==> src/source/exec_pkg.sv <==
package exec_pkg;

    localparam int XLEN  = 32;
    localparam int REG_W = 4;
    localparam int IMM_W = 16;

    localparam logic [REG_W-1:0] REG_PC      = 4'd15;   // Index that reads and jumps the PC
    localparam logic [XLEN-1:0]  PC_STEP     = 32'd4;
    localparam logic [15:0]      FLAGS_RESET = 16'h8001;

    // Positions in the branch condition vector
    localparam logic [3:0] COND_AL    = 4'd0;
    localparam logic [3:0] COND_EQ    = 4'd1;
    localparam logic [3:0] COND_NE    = 4'd2;
    localparam logic [3:0] COND_CS    = 4'd3;
    localparam logic [3:0] COND_NC    = 4'd4;
    localparam logic [3:0] COND_SS    = 4'd5;
    localparam logic [3:0] COND_NS    = 4'd6;
    localparam logic [3:0] COND_OV    = 4'd7;
    localparam logic [3:0] COND_NV    = 4'd8;
    localparam logic [3:0] COND_AB    = 4'd9;
    localparam logic [3:0] COND_BE    = 4'd10;
    localparam logic [3:0] COND_GE    = 4'd11;
    localparam logic [3:0] COND_LT    = 4'd12;
    localparam logic [3:0] COND_GT    = 4'd13;
    localparam logic [3:0] COND_LE    = 4'd14;
    localparam logic [3:0] COND_AL_HI = 4'd15;

    typedef enum logic [3:0] {
        ALU_MOV,
        ALU_ADD,
        ALU_SUB,
        ALU_AND,
        ALU_OR,
        ALU_XOR,
        ALU_ADC,
        ALU_SBC
    } alu_op_t;

    typedef enum logic [1:0] {
        DST_NONE,
        DST_REG,    // ALU result to rd
        DST_LOAD,   // Memory word to rd
        DST_STORE   // rd to memory
    } dst_t;

    // Decoded instruction as handed over by decode
    typedef struct packed {
        alu_op_t          op;
        logic [IMM_W-1:0] imm;
        logic [REG_W-1:0] rd;
        logic [REG_W-1:0] rm;
        logic [REG_W-1:0] rn;
        logic             use_imm;    // Second operand is zero-extended imm
        dst_t             dst;
        logic             set_flags;
        logic             is_branch;
        logic [3:0]       cond;
    } ctl_t;

    typedef struct packed {
        logic [XLEN-1:0] addr;
        logic [XLEN-1:0] wdata;
        logic            we;
    } mem_req_t;

    typedef enum logic [2:0] {
        IDLE,
        EXEC,
        ADDR,
        MEM_RD,
        MEM_WR,
        WB,
        BRANCH
    } state_t;

endpackage

==> src/source/exec_alu.sv <==
module exec_alu (
    input  logic                         clk,
    input  logic                         reset,
    input  exec_pkg::ctl_t               ctl_i,
    input  logic [exec_pkg::XLEN-1:0]    rdata_a_i,
    input  logic [exec_pkg::XLEN-1:0]    rdata_b_i,
    input  logic                         flags_we_i,
    output logic [exec_pkg::XLEN-1:0]    result_o,
    output logic                         cond_true_o
);
    import exec_pkg::*;

    logic [XLEN-1:0] op_b;
    logic [XLEN-1:0] add_b;     // Second adder input, inverted to subtract
    logic            add_cin;
    logic [XLEN:0]   sum;
    logic [3:0]      nzcv_q;    // N Z C V from the top bit down
    logic            n_d;
    logic            z_d;
    logic            c_d;
    logic            v_d;
    logic [15:0]     cond_q;
    logic [15:0]     cond_d;

    assign op_b = ctl_i.use_imm ? {{(XLEN-IMM_W){1'b0}}, ctl_i.imm} : rdata_b_i;

    always_comb begin
        add_b   = op_b;
        add_cin = 1'b0;
        case (ctl_i.op)
            ALU_SUB: begin
                add_b   = ~op_b;
                add_cin = 1'b1;
            end
            ALU_ADC: add_cin = nzcv_q[1];
            ALU_SBC: begin
                // Carry set means no borrow
                add_b   = ~op_b;
                add_cin = nzcv_q[1];
            end
            default: ;
        endcase
    end

    assign sum = {1'b0, rdata_a_i} + {1'b0, add_b} + {{XLEN{1'b0}}, add_cin};

    always_comb begin
        c_d = nzcv_q[1];    // Logic ops keep C and V
        v_d = nzcv_q[0];
        case (ctl_i.op)
            ALU_MOV: result_o = op_b;
            ALU_AND: result_o = rdata_a_i & op_b;
            ALU_OR:  result_o = rdata_a_i | op_b;
            ALU_XOR: result_o = rdata_a_i ^ op_b;
            default: begin
                result_o = sum[XLEN-1:0];
                c_d      = sum[XLEN];
                v_d      = (rdata_a_i[XLEN-1] == add_b[XLEN-1])
                         && (sum[XLEN-1] != rdata_a_i[XLEN-1]);
            end
        endcase
        n_d = result_o[XLEN-1];
        z_d = (result_o == '0);
    end

    always_comb begin
        cond_d             = '0;
        cond_d[COND_AL]    = 1'b1;
        cond_d[COND_EQ]    = z_d;
        cond_d[COND_NE]    = !z_d;
        cond_d[COND_CS]    = c_d;
        cond_d[COND_NC]    = !c_d;
        cond_d[COND_SS]    = n_d;
        cond_d[COND_NS]    = !n_d;
        cond_d[COND_OV]    = v_d;
        cond_d[COND_NV]    = !v_d;
        cond_d[COND_AB]    = c_d || !z_d;
        cond_d[COND_BE]    = !c_d || z_d;
        cond_d[COND_GE]    = !(n_d ^ v_d);
        cond_d[COND_LT]    = n_d ^ v_d;
        cond_d[COND_GT]    = !z_d && !(n_d ^ v_d);
        cond_d[COND_LE]    = z_d || (n_d ^ v_d);
        cond_d[COND_AL_HI] = 1'b1;
    end

    always_ff @(posedge clk) begin
        if (reset) begin
            nzcv_q <= 4'b0000;
            cond_q <= FLAGS_RESET;
        end else if (flags_we_i) begin
            nzcv_q <= {n_d, z_d, c_d, v_d};
            cond_q <= cond_d;
        end
    end

    assign cond_true_o = cond_q[ctl_i.cond];

endmodule

==> src/source/exec_fsm.sv <==
module exec_fsm (
    input  logic              clk,
    input  logic              reset,
    input  logic              req_i,
    output logic              rdy_o,
    input  exec_pkg::ctl_t    ctl_i,
    output exec_pkg::ctl_t    ctl_o,
    output exec_pkg::state_t  state_o,
    input  logic              cond_true_i,
    input  logic              mem_done_i,
    output logic              rf_we_o,
    output logic              wb_sel_mem_o,
    output logic              mar_load_o,
    output logic              dtw_load_o,
    output logic              mem_go_o,
    output logic              pc_step_o,
    output logic              pc_branch_o,
    output logic              pc_jump_o,
    output logic              flags_we_o,
    output logic              flush_o
);
    import exec_pkg::*;

    state_t state_q;
    state_t state_d;
    ctl_t   ctl_q;      // Instruction held after accept
    logic   in_exec;
    logic   rd_is_pc;
    logic   is_load;
    logic   is_store;
    logic   to_reg;

    assign rdy_o     = (state_q == IDLE);
    assign state_o   = state_q;
    assign in_exec   = (state_q == EXEC);
    assign rd_is_pc  = (ctl_q.rd == REG_PC);
    assign is_load   = (ctl_q.dst == DST_LOAD);
    assign is_store  = (ctl_q.dst == DST_STORE);
    assign to_reg    = (ctl_q.dst == DST_REG);

    // Decode straight from the input while idle, so branch conditions resolve at accept
    always_comb begin
        ctl_o = rdy_o ? ctl_i : ctl_q;
        if (in_exec && is_store) begin
            // Pass rd through the ALU as store data
            ctl_o.op      = ALU_MOV;
            ctl_o.use_imm = 1'b0;
            ctl_o.rn      = ctl_q.rd;
        end
    end

    always_comb begin
        state_d = state_q;
        case (state_q)
            IDLE: begin
                if (req_i) begin
                    if (!ctl_i.is_branch) begin
                        state_d = EXEC;
                    end else if (cond_true_i) begin
                        state_d = BRANCH;
                    end
                end
            end
            EXEC: begin
                case (ctl_q.dst)
                    DST_LOAD:  state_d = MEM_RD;
                    DST_STORE: state_d = ADDR;
                    default:   state_d = IDLE;
                endcase
            end
            ADDR:   state_d = MEM_WR;
            MEM_RD: begin
                if (mem_done_i) begin
                    state_d = WB;
                end
            end
            MEM_WR: begin
                if (mem_done_i) begin
                    state_d = IDLE;
                end
            end
            WB:      state_d = rd_is_pc ? BRANCH : IDLE;   // Loaded PC goes out as a jump
            default: state_d = IDLE;
        endcase
    end

    // Steering
    assign pc_step_o    = rdy_o && req_i;
    assign rf_we_o      = !rd_is_pc && ((in_exec && to_reg) || state_q == WB);
    assign wb_sel_mem_o = (state_q == WB) || (state_q == BRANCH);
    assign mar_load_o   = (in_exec && is_load) || (state_q == ADDR);
    assign mem_go_o     = mar_load_o;   // Strobe starts as the address lands
    assign dtw_load_o   = in_exec && is_store;
    assign flags_we_o   = in_exec && ctl_q.set_flags;
    assign pc_branch_o  = (state_q == BRANCH) && ctl_q.is_branch;
    assign pc_jump_o    = (in_exec && to_reg && rd_is_pc)
                        || ((state_q == BRANCH) && !ctl_q.is_branch);

    always_ff @(posedge clk) begin
        if (reset) begin
            state_q <= IDLE;
            flush_o <= 1'b0;
        end else begin
            state_q <= state_d;
            flush_o <= pc_branch_o || pc_jump_o;
        end
    end

    always_ff @(posedge clk) begin
        if (pc_step_o) begin
            ctl_q <= ctl_i;
        end
    end

    // Every PC redirect returns through IDLE before the next one
    assert property (@(posedge clk) disable iff (reset) flush_o |=> !flush_o);

endmodule

==> src/source/exec_mem_port.sv <==
module exec_mem_port (
    input  logic                         clk,
    input  logic                         reset,
    input  logic                         dtw_load_i,
    input  logic                         mar_load_i,
    input  logic                         go_i,
    input  logic                         we_i,
    input  logic [exec_pkg::XLEN-1:0]    data_i,
    output exec_pkg::mem_req_t           mem_o,
    output logic                         mem_stb_o,
    input  logic [exec_pkg::XLEN-1:0]    mem_rdata_i,
    input  logic                         mem_ack_i,
    input  logic                         mem_stall_i,
    output logic [exec_pkg::XLEN-1:0]    rdata_o,
    output logic                         done_o
);
    import exec_pkg::*;

    logic [XLEN-1:0] mar_q;
    logic [XLEN-1:0] dtw_q;
    logic [XLEN-1:0] rdata_q;
    logic            we_q;
    logic            stb_q;
    logic            busy_q;    // Between first strobe and acknowledge

    assign mem_o     = '{addr: mar_q, wdata: dtw_q, we: we_q};
    assign mem_stb_o = stb_q;
    assign done_o    = busy_q && mem_ack_i;
    assign rdata_o   = rdata_q;

    always_ff @(posedge clk) begin
        if (reset) begin
            stb_q  <= 1'b0;
            busy_q <= 1'b0;
            we_q   <= 1'b0;
        end else if (go_i) begin
            stb_q  <= 1'b1;
            busy_q <= 1'b1;
            we_q   <= we_i;
        end else if (busy_q) begin
            if (!mem_stall_i || mem_ack_i) begin
                stb_q <= 1'b0;      // Memory took the request
            end
            if (mem_ack_i) begin
                busy_q <= 1'b0;
            end
        end
    end

    always_ff @(posedge clk) begin
        if (mar_load_i) begin
            mar_q <= data_i;
        end
        if (dtw_load_i) begin
            dtw_q <= data_i;
        end
        if (done_o) begin
            rdata_q <= mem_rdata_i;
        end
    end

    // Address and data held until the acknowledge
    assert property (@(posedge clk) disable iff (reset)
        busy_q && !mem_ack_i |=> $stable(mem_o));

endmodule

==> src/source/exec_pc.sv <==
module exec_pc (
    input  logic                         clk,
    input  logic                         reset,
    input  logic                         step_i,
    input  logic                         branch_i,
    input  logic                         jump_i,
    input  logic [exec_pkg::IMM_W-1:0]   imm_i,
    input  logic [exec_pkg::XLEN-1:0]    target_i,
    output logic [exec_pkg::XLEN-1:0]    pc_o,
    output logic [exec_pkg::XLEN-1:0]    newpc_o
);
    import exec_pkg::*;

    logic [XLEN-1:0] imm_sext;
    logic [XLEN-1:0] branch_target;

    assign imm_sext = {{(XLEN-IMM_W){imm_i[IMM_W-1]}}, imm_i};

    // PC already points past the branch
    assign branch_target = pc_o - PC_STEP + imm_sext;

    always_ff @(posedge clk) begin
        if (reset) begin
            pc_o    <= '0;
            newpc_o <= '0;
        end else if (step_i) begin
            pc_o <= pc_o + PC_STEP;
        end else if (branch_i) begin
            pc_o    <= branch_target;
            newpc_o <= branch_target;
        end else if (jump_i) begin
            pc_o    <= target_i;
            newpc_o <= target_i;   // Write to r15
        end
    end

endmodule

==> src/source/exec_regfile.sv <==
module exec_regfile (
    input  logic                         clk,
    input  logic                         reset,
    input  logic                         we_i,
    input  logic [exec_pkg::REG_W-1:0]   waddr_i,
    input  logic [exec_pkg::XLEN-1:0]    wdata_i,
    input  logic [exec_pkg::REG_W-1:0]   raddr_a_i,
    input  logic [exec_pkg::REG_W-1:0]   raddr_b_i,
    input  logic [exec_pkg::XLEN-1:0]    pc_i,
    output logic [exec_pkg::XLEN-1:0]    rdata_a_o,
    output logic [exec_pkg::XLEN-1:0]    rdata_b_o
);
    import exec_pkg::*;

    logic [XLEN-1:0] regs [REG_PC];   // r0 to r14
    logic            wr_en;

    assign wr_en = we_i && (waddr_i != REG_PC);

    always_ff @(posedge clk) begin
        if (reset) begin
            for (int i = 0; i < REG_PC; i++) begin
                regs[i] <= '0;
            end
        end else if (wr_en) begin
            regs[waddr_i] <= wdata_i;
        end
    end

    // r15 is the live program counter
    assign rdata_a_o = (raddr_a_i == REG_PC) ? pc_i : regs[raddr_a_i];
    assign rdata_b_o = (raddr_b_i == REG_PC) ? pc_i : regs[raddr_b_i];

    // Writes to r15 must have been turned into jumps upstream
    assert property (@(posedge clk) disable iff (reset) we_i |-> waddr_i != REG_PC);

endmodule

==> src/source/exec_top.sv <==
module exec_top (
    input  logic                         clk,
    input  logic                         reset,
    input  logic                         req_i,
    output logic                         rdy_o,
    input  exec_pkg::ctl_t               ctl_i,
    output exec_pkg::mem_req_t           mem_o,
    output logic                         mem_stb_o,
    input  logic [exec_pkg::XLEN-1:0]    mem_rdata_i,
    input  logic                         mem_ack_i,
    input  logic                         mem_stall_i,
    output logic [exec_pkg::XLEN-1:0]    newpc_o,
    output logic                         flush_o
);
    import exec_pkg::*;

    ctl_t            ctl;
    state_t          state;
    logic            cond_true;
    logic            mem_done;
    logic            rf_we;
    logic            wb_sel_mem;
    logic            mar_load;
    logic            dtw_load;
    logic            mem_go;
    logic            pc_step;
    logic            pc_branch;
    logic            pc_jump;
    logic            flags_we;
    logic [XLEN-1:0] pc;
    logic [XLEN-1:0] rdata_a;
    logic [XLEN-1:0] rdata_b;
    logic [XLEN-1:0] alu_result;
    logic [XLEN-1:0] mem_rdata;
    logic [XLEN-1:0] wb_data;

    // Writeback and jump target share one bus
    assign wb_data = wb_sel_mem ? mem_rdata : alu_result;

    exec_fsm exec_fsm_i (
        .clk          (clk),
        .reset        (reset),
        .req_i        (req_i),
        .rdy_o        (rdy_o),
        .ctl_i        (ctl_i),
        .ctl_o        (ctl),
        .state_o      (state),
        .cond_true_i  (cond_true),
        .mem_done_i   (mem_done),
        .rf_we_o      (rf_we),
        .wb_sel_mem_o (wb_sel_mem),
        .mar_load_o   (mar_load),
        .dtw_load_o   (dtw_load),
        .mem_go_o     (mem_go),
        .pc_step_o    (pc_step),
        .pc_branch_o  (pc_branch),
        .pc_jump_o    (pc_jump),
        .flags_we_o   (flags_we),
        .flush_o      (flush_o)
    );

    exec_pc exec_pc_i (
        .clk      (clk),
        .reset    (reset),
        .step_i   (pc_step),
        .branch_i (pc_branch),
        .jump_i   (pc_jump),
        .imm_i    (ctl.imm),
        .target_i (wb_data),
        .pc_o     (pc),
        .newpc_o  (newpc_o)
    );

    exec_regfile exec_regfile_i (
        .clk       (clk),
        .reset     (reset),
        .we_i      (rf_we),
        .waddr_i   (ctl.rd),
        .wdata_i   (wb_data),
        .raddr_a_i (ctl.rm),
        .raddr_b_i (ctl.rn),
        .pc_i      (pc),
        .rdata_a_o (rdata_a),
        .rdata_b_o (rdata_b)
    );

    exec_alu exec_alu_i (
        .clk         (clk),
        .reset       (reset),
        .ctl_i       (ctl),
        .rdata_a_i   (rdata_a),
        .rdata_b_i   (rdata_b),
        .flags_we_i  (flags_we),
        .result_o    (alu_result),
        .cond_true_o (cond_true)
    );

    exec_mem_port exec_mem_port_i (
        .clk         (clk),
        .reset       (reset),
        .dtw_load_i  (dtw_load),
        .mar_load_i  (mar_load),
        .go_i        (mem_go),
        .we_i        (state == ADDR),   // Only stores start from ADDR
        .data_i      (alu_result),
        .mem_o       (mem_o),
        .mem_stb_o   (mem_stb_o),
        .mem_rdata_i (mem_rdata_i),
        .mem_ack_i   (mem_ack_i),
        .mem_stall_i (mem_stall_i),
        .rdata_o     (mem_rdata),
        .done_o      (mem_done)
    );

endmodule

==> config.mk <==
export PLATFORM = sky130hd
export DESIGN_NAME = exec_top
export DESIGN_NICKNAME = d
export VERILOG_FILES = /design/src/source/exec_pkg.sv /design/src/source/exec_alu.sv /design/src/source/exec_fsm.sv /design/src/source/exec_mem_port.sv /design/src/source/exec_pc.sv /design/src/source/exec_regfile.sv /design/src/source/exec_top.sv
export SDC_FILE = /design/constraint.sdc
export NUM_CORES = 2
export LEC_CHECK = 0
export BUFFER_PORTS_ARGS = -buffer_cell sky130_fd_sc_hd__buf_2
export CORE_MARGIN = 1.5
export CORE_UTILIZATION = 40
export DETAILED_ROUTE_END_ITERATION = 6
export SYNTH_ARGS = -nofsm -noshare
export SYNTH_HDL_FRONTEND = slang
export SYNTH_SLANG_ARGS = --single-unit
==> constraint.sdc <==
create_clock -name clk -period 8.1 [get_ports clk]
set_input_delay 0.81 -clock clk [delete_from_list [all_inputs] [get_ports clk]]
set_output_delay 0.81 -clock clk [all_outputs]
set_load 0.005 [all_outputs]
; ---- Word level (Yosys, flattened, before mapping)
; Memories as Yosys holds them, arrays and structs flattened.
; Cells that the tools add are included.
[word_totals]
ff_bits = 224
ramBits = 480
inputBits = 78
out_inout_bits = 100
word_cells = 143
mem_count = 1
[op_classes]
add_sub_neg = 5
n_lt_le_gt_ge = 1
n_eq_ne = 25
mux = 39
bitwise = 6
reduce_logical = 44
[memory_table]
columns = name, depth, width, read_ports, rd_ports_with_merged_regs, wr, line
row1 = exec_regfile_i.regs, 15, 32, 2, 0, 15, exec_regfile.sv:15  ; logic [XLEN-1:0] regs [REG_PC];
[op_table]
columns = op, count
row1 = 32-bit two-way mux, 9
row2 = 32-bit case mux with 4 select lines, 1
row3 = 41-bit two-way mux, 1
row4 = 32-bit by 32-bit adder with 33-bit output, 1
row5 = 33-bit by 1-bit adder with 33-bit output, 1
row6 = 32-bit by 3-bit adder with 32-bit output (second input constant), 1
row7 = 32-bit adder, 1
row8 = 32-bit AND, 1
row9 = 32-bit logical NOT, 1
row10 = 32-bit NOT, 1
row11 = 32-bit bitwise OR, 1
row12 = 32-bit OR reduction, 1
row13 = 32-bit by 3-bit subtractor with 32-bit output (second input constant), 1
row14 = 32-bit bitwise XOR, 1
row15 = 3-bit two-way mux, 6
row16 = 3-bit case mux with 6 select lines, 1
row17 = 4-bit by 3-bit == test with 1-bit output (second input constant), 4
row18 = 1-bit two-way mux, 15
row19 = 1-bit logical AND, 13
row20 = 4-bit == test (second input constant), 3
row21 = 3-bit == test (second input constant), 3
row22 = 1-bit logical OR, 9
row23 = 4-bit by 2-bit == test with 1-bit output (second input constant), 2
row24 = 1-bit logical NOT, 8
row25 = 26 further kinds, 34

; ---- Longest topological paths before layout
[logic_depth]
word_depth = 16
depth_mapped = 30

; ---- By module
; Synthesis repeated with hierarchy kept, for this count alone.
[hier_totals]
cells_unflattened = 3737
area_unflattened_um2 = 43342.8
[by_module_without_submodules]
columns = mod, instances, cells_per_inst, area_each_um2
row1 = exec_regfile, 1, 1832, 26352.8
row2 = exec_alu, 1, 773, 5696.7
row3 = exec_pc, 1, 758, 5550.3
row4 = exec_mem_port, 1, 109, 3005.4
row5 = exec_fsm, 1, 228, 2185.8
row6 = exec_top, 1, 37, 551.8

; ---- Least setup slack after synthesis
; No wires, ideal clock.
[synth_path]
path_kind = reg-to-reg
startpoint = register exec_fsm_i.state_q[2] (netlist: exec_fsm_i.state_o[2])
endpoint = register exec_alu_i.cond_q[9]
arrival_ps = 7161
t_required_ps = 7981
path_slack_ps = 821
path_stages_with_launch = 29
path_buffers = 5
synth_period_minus_slack_ps = 7279
cell_sequence = dfxtp_1 -> buf_6 -> or3_4 -> clkinv_2 -> buf_2 -> nand2_1 -> nand2_1 -> buf_1 -> buf_2 -> buf_1 -> mux4_2 -> nor3_1 -> a31oi_1 -> a22o_1 -> inv_1 -> fa_1 -> inv_1 -> fa_1 -> a211oi_1 -> o21ai_0 -> a21oi_1 -> o221ai_1 -> a21oi_1 -> o211ai_1 -> or4_1 -> or4_4 -> nor4_4 -> nand3_2 -> o221a_1
[synth_between]
elab_chain_cells = 14
[synth_lines]
columns = item, line
row1 = start: declaration, exec_fsm.sv:24  ; state_t state_q;
row2 = start signal: assignment, exec_fsm.sv:104  ; state_q <= state_d;
row3 = 3-bit logical NOT or 3-bit by 1-bit == test with 1-bit output (tied branches), "exec_fsm.sv:33, exec_fsm.sv:35"
row4 = 41-bit two-way mux or 1-bit logical AND (tied branches), "exec_fsm.sv:43, exec_fsm.sv:44"
row5 = 5-bit two-way mux, exec_fsm.sv:44  ; if (in_exec && is_store) begin
row6 = memory 15 x 32 bit or 4-bit == test (tied branches), n/a
row7 = 32-bit two-way mux, exec_regfile.sv:32  ; assign rdata_b_o = (raddr_b_i == REG_PC) ? pc_i : regs[raddr_b_i];
row8 = 32-bit two-way mux, exec_alu.sv:25  ; assign op_b = ctl_i.use_imm ? {{(XLEN-IMM_W){1'b0}}, ctl_i.imm} : rdata_b_i;
row9 = 32-bit NOT, "exec_alu.sv:32, exec_alu.sv:38"
row10 = 32-bit two-way mux, n/a
row11 = 32-bit by 32-bit adder with 33-bit output, exec_alu.sv:45  ; assign sum = {1'b0, rdata_a_i} + {1'b0, add_b} + {{XLEN{1'b0}}, add_cin};
row12 = 33-bit by 1-bit adder with 33-bit output, exec_alu.sv:45
row13 = 32-bit case mux with 4 select lines *, exec_alu.sv:50  ; case (ctl_i.op)
row14 = named net alu_result[22], exec_top.sv:33  ; logic [XLEN-1:0] alu_result;
row15 = 32-bit logical NOT *, exec_alu.sv:63  ; z_d = (result_o == '0);
row16 = 1-bit logical NOT *, exec_alu.sv:77  ; cond_d[COND_AB] = c_d || !z_d;
row17 = 1-bit logical OR *, exec_alu.sv:77
row18 = end signal: assignment, exec_alu.sv:92  ; cond_q <= cond_d;
row19 = end: declaration, exec_alu.sv:22  ; logic [15:0] cond_q;
; The timed path passes the listed nets; every way through them passes the cells marked *.
; A chain may end at the register's enable or synchronous reset.

; ---- Final worst setup path
[layout_path]
startpoint = register exec_fsm_i.state_q[0] (netlist: exec_fsm_i.state_o[0])
endpoint = register exec_alu_i.cond_q[13]
[layout_between]
elab_chain_cells = 16
[layout_lines]
columns = item
row1 = branches (longest 16 deep; another with 32-bit by 32-bit adder with 33-bit output)
; Parallel ways; which one is timed is not known.

==> impl_summary.txt <==
----------------------------------------------------
[Layout]
  Count of inserted antenna diode cells ... 0
  Proportion of layout cells with a drive suffix above 1 ... 17.21%
  Count of filler cells inserted in the layout ... 9962
  Final net count ... 4601
  Area delta synth->final ... 13.59%
  Non-Filler Cell Area, Final ... 48890 um2
  Final standard cell count with taps included and fillers excluded ... 5831

[Synth]
  Post-synth EDFFs ... 624
  Primary FF master, synth ... edfxtp_1
  Post-synthesis area per instance ... 10.25 um2
  Synth warn ... 0
  Most common cell in the netlist ... nor2_1
  Post-synthesis cell type with the largest combined area ... edfxtp_1
  Synthesized netlist cell count ... 4198
  Number of different library cells in the post-synthesis netlist ... 113
  Share of flip-flops with an asynchronous set or reset after synthesis ... 0%
  Part of the Yosys area used for sequential elements ... 47.50%
  Netlist area before placement ... 43040 um2
  Synth area leaders ... edfxtp_1 (44%), mux4_2 (5.5%), nor2_1 (5.5%)
  Flop and latch count out of synthesis ... 709
  Most instantiated cells after synthesis ... nor2_1 (626), edfxtp_1 (624), nand2_1 (434), clkbuf_1 (207), inv_1 (197)
  Area fraction of the dominant cell type after synthesis ... 43.54%

[Worst setup path]
  Cell family with most CP delay ... compound AO/OA/AOI/OAI gates
  Endpoint class of the critical path ... flop
  Data required time at the worst endpoint ... 8.62 ns
  Type of the worst setup path ... reg -> reg
  CP arrival ... 8.48 ns
  Worst reg2reg path depth ... 23
  Cells traversed along the worst timing path ... buf_4 > nor4b_4 > a211oi_4 > nor2_4 > buf_4 > mux2i_1 > a222oi_1 > a31oi_1 > xnor2_1 > ha_1 > and4_1 > and2_1 > nand3_1 > a31oi_1 > o31ai_1 > mux2i_1 > a221oi_1 > buf_4 > o211a_1 > nand4_1 > nor4_4 > nor3b_2 > a311oi_1
  Source of the worst register-to-register timing path ... exec_fsm_i.state_o[0]
  Register-to-register setup slack ... 0.14 ns
  Worst-path maximum fanout ... 25
  Buffers and inverters on the worst path ... 3
  Cell with the biggest individual delay on the critical path ... a222oi_1
  Most numerous cell on the critical path ... buf_4
  Critical Path Max Stage Delay ... 1.02 ns
  Type of element launching the critical path ... flop
  Critical register-to-register path endpoint ... exec_alu_i.cond_q[13]

[Clock tree]
  H-tree depth reported by CTS ... 3
  Maximum clock path buffer count ... 3
  Worst skew pair latency ... 0.68 ns
  Clock slew seen by the registers of the worst setup and hold paths ... 0.06 ns
  CTS resizes ... 0
  Count of clock tree sinks ... 709
  Number of hold buffers added after CTS ... 0
  Cts bufs inserted ... 80
  Total setup buffers inserted after CTS ... 0
  Clock tree from TritonCTS ... yes
  Root buffer cell ... clkbuf_16

[Worst hold path]
  Worst hold path stage count ... 1
  Class of the most critical hold timing path ... in -> reg
  Startpoint of the most critical hold path ... mem_rdata_i[4]
  Hold Crit Endpoint ... exec_mem_port_i.rdata_o[4]

[Job]
  Number of max-cap violations ... 0

[Outcome]
  Violations in the final reports ... design-rule violations
  Outcome ... complete, but fails checks

[Timing]
  Number of pins exceeding their max-slew limit in the final report ... 0
  Final-report hold violation count ... 0
  RSZ-0062 raised after global routing ... false
  Share of the cycle needed by the critical path after routing ... 98.24%
  Maximum clock skew at final layout ... 0.03469 ns
  Final TNS setup ... 0 ns
  Max Clk Rate ... 125.7 MHz
  Rel. slew slack ... 12.02%
  Actual slew at the worst max-slew pin ... 1.320 ns
  Time the final worst path needs with I/O delays and setup ... 7.958 ns
  Setup violations, final ... 0

[Floorplanning]
  Height of the die ... 331.0 um
  Standard-cell row count ... 120
  Effective utilization at floorplan ... 40.26%
  Core Box Area ... 106900 um2
  Horizontal die dimension ... 331.0 um
  I/O pin total ... 178
  Full die area ... 109600 um2

[Route]
  Total via count in the routed design ... 37777
  Drt via density ... 6.479
  Total routed wirelength ... 185.0 mm
  Violation count after the first detailed-route iteration ... 5912
  Remaining number of nets flagged by the antenna check after routing ... 0
  Average detailed-routed wire length per instance ... 31.72 um
  First-pass iteration count of the detailed router ... 7
  Number of DRC violations after detailed routing ... 2

[Global routing]
  Largest net degree at the start of global routing ... 68
  Global-route usage over all layers ... 33.09%
  Total congestion overflow ... 0
  GRT met2 Usage ... 49.07%
  Via count of the first global-routing pass ... 34671
  Fraction of met1 tracks used by global routing ... 44.00%
  Initial antenna violation count ... 4
  Most congested layer reported by global routing ... met2
  Met3 Use GR ... 7.770%
  Wire length of the first global-routing pass ... 257.6 mm

[Place]
  I/O Buffers ... 177
  Inst Count DP ... 5684
  Detailed placer's ending HPWL ... 128.7 mm
  Global placement routability congestion ... 1.040
  Placed inst area ... 46300 um2

----------------------------------------------------
routing by layer:
| layer | up-vias | wire length (um) |
|---|---|---|
| met5 | - | 26 |
| met1 | 18547 | 69910 |
| met3 | 567 | 23030 |
| met4 | 4 | 13130 |
| met2 | 2720 | 78870 |
| li1 | 15939 | - |
placed cells by master (no fill, tap or decap), types with 14 or more instances in the layout:
master / instances
a32oi_1: 36
ha_1: 157
o221ai_1: 37
a211o_1: 38
mux4_2: 105
mux2i_2: 25
o211ai_1: 23
buf_2: 177
a221oi_1: 23
clkinv_2: 15
o2111ai_1: 33
nand2_2: 17
mux2_2: 16
a31oi_1: 66
xnor2_1: 61
nand4_1: 29
mux2i_1: 142
edfxtp_1: 624
nand3_1: 86
and3_1: 43
o31ai_1: 16
clkbuf_1: 14
nor3_1: 64
buf_4: 212
a21oi_1: 170
clkbuf_16: 82
dfxtp_1: 85
xor2_1: 29
nand2b_1: 57
nor2_1: 621
o21a_1: 14
a211oi_1: 58
a311oi_1: 22
nand2_1: 416
a21boi_0: 20
a22o_1: 31
o21ai_0: 192
a21o_1: 35
inv_1: 197
per-stage QoR:
step | utilization, % | setup WS (ns) | hold WS [ns]
6_report | 45.73 | 0.1424 | 0.3106
5_1_grt | 45.73 | 0.02870 | 0.3016
4_1_cts | 45.71 | 0.2268 | 0.2783
3_5_place_dp | 43.31 | 0.2400 | 0.4432
3_3_place_gp | 43.31 | 0.3029 | 0.4387
2_1_floorplan | - | 0.8205 | 0.4332
flip-flops by register name (all words and copies together) (netlist names):
| register | count |
|---|---|
| exec_mem_port_i.busy_q | 1 |
| exec_mem_port_i.mem_stb_o | 1 |
| exec_mem_port_i.we_q | 1 |
| exec_fsm_i.ctl_q | 40 |
| exec_fsm_i.flush_o | 1 |
| exec_alu_i.nzcv_q | 1 |
| exec_regfile_i.regs | 488 |
| exec_mem_port_i.dtw_q | 32 |
| exec_mem_port_i.mar_q | 32 |
| exec_pc_i.pc_o | 32 |
| exec_alu_i.cond_q | 13 |
| exec_fsm_i.state_o | 3 |
| exec_mem_port_i.rdata_o | 32 |
| exec_pc_i.newpc_o | 32 |
logic make-up (layout without fill, tap and decap cells):
logic type,count (synthesis),count (layout),share of synthesized area (%)
AO/OA/AOI/OAI,970,970,16.01
XOR/XNOR,90,90,1.832
adder cells (fa/ha/maj),160,160,4.704
buffers and inverters,523,746,5.009
flip-flops,709,709,47.50
multiplexers,292,292,9.923
other,1,8,0.008714
AND/OR/NAND/NOR,1453,1453,15.02
area by class of cell:
class / instances / area [um2] / area share (%)
Tap cell: 1403 / 1755 / 3.591
Timing Repair Buffer: 397 / 2638 / 5.395
Clock buffer: 100 / 2160 / 4.418
Inverter: 202 / 759.5 / 1.554
Multi-Input combinational cell: 2973 / 20730 / 42.41
Sequential cell: 709 / 20440 / 41.81
Clock inverter: 47 / 402.9 / 0.8241
worst max path at each step:
stage,start,endpoint,slack [ns],cells after the start
3_3_place_gp,ctl_i[10],exec_alu_i.cond_q[13],0.30,26
3_5_place_dp,ctl_i[10],exec_alu_i.cond_q[13],0.24,26
5_1_grt,exec_fsm_i.state_o[0],exec_alu_i.cond_q[13],0.03,25
2_1_floorplan,exec_fsm_i.state_o[2],exec_alu_i.cond_q[9],0.82,28
6_report,exec_fsm_i.state_o[0],exec_alu_i.cond_q[13],0.14,23
4_1_cts,exec_fsm_i.state_o[0],exec_alu_i.cond_q[13],0.23,26
Power is not shown: default switching activity piles up to over one toggle a cycle in this logic, so the estimate is an artifact.
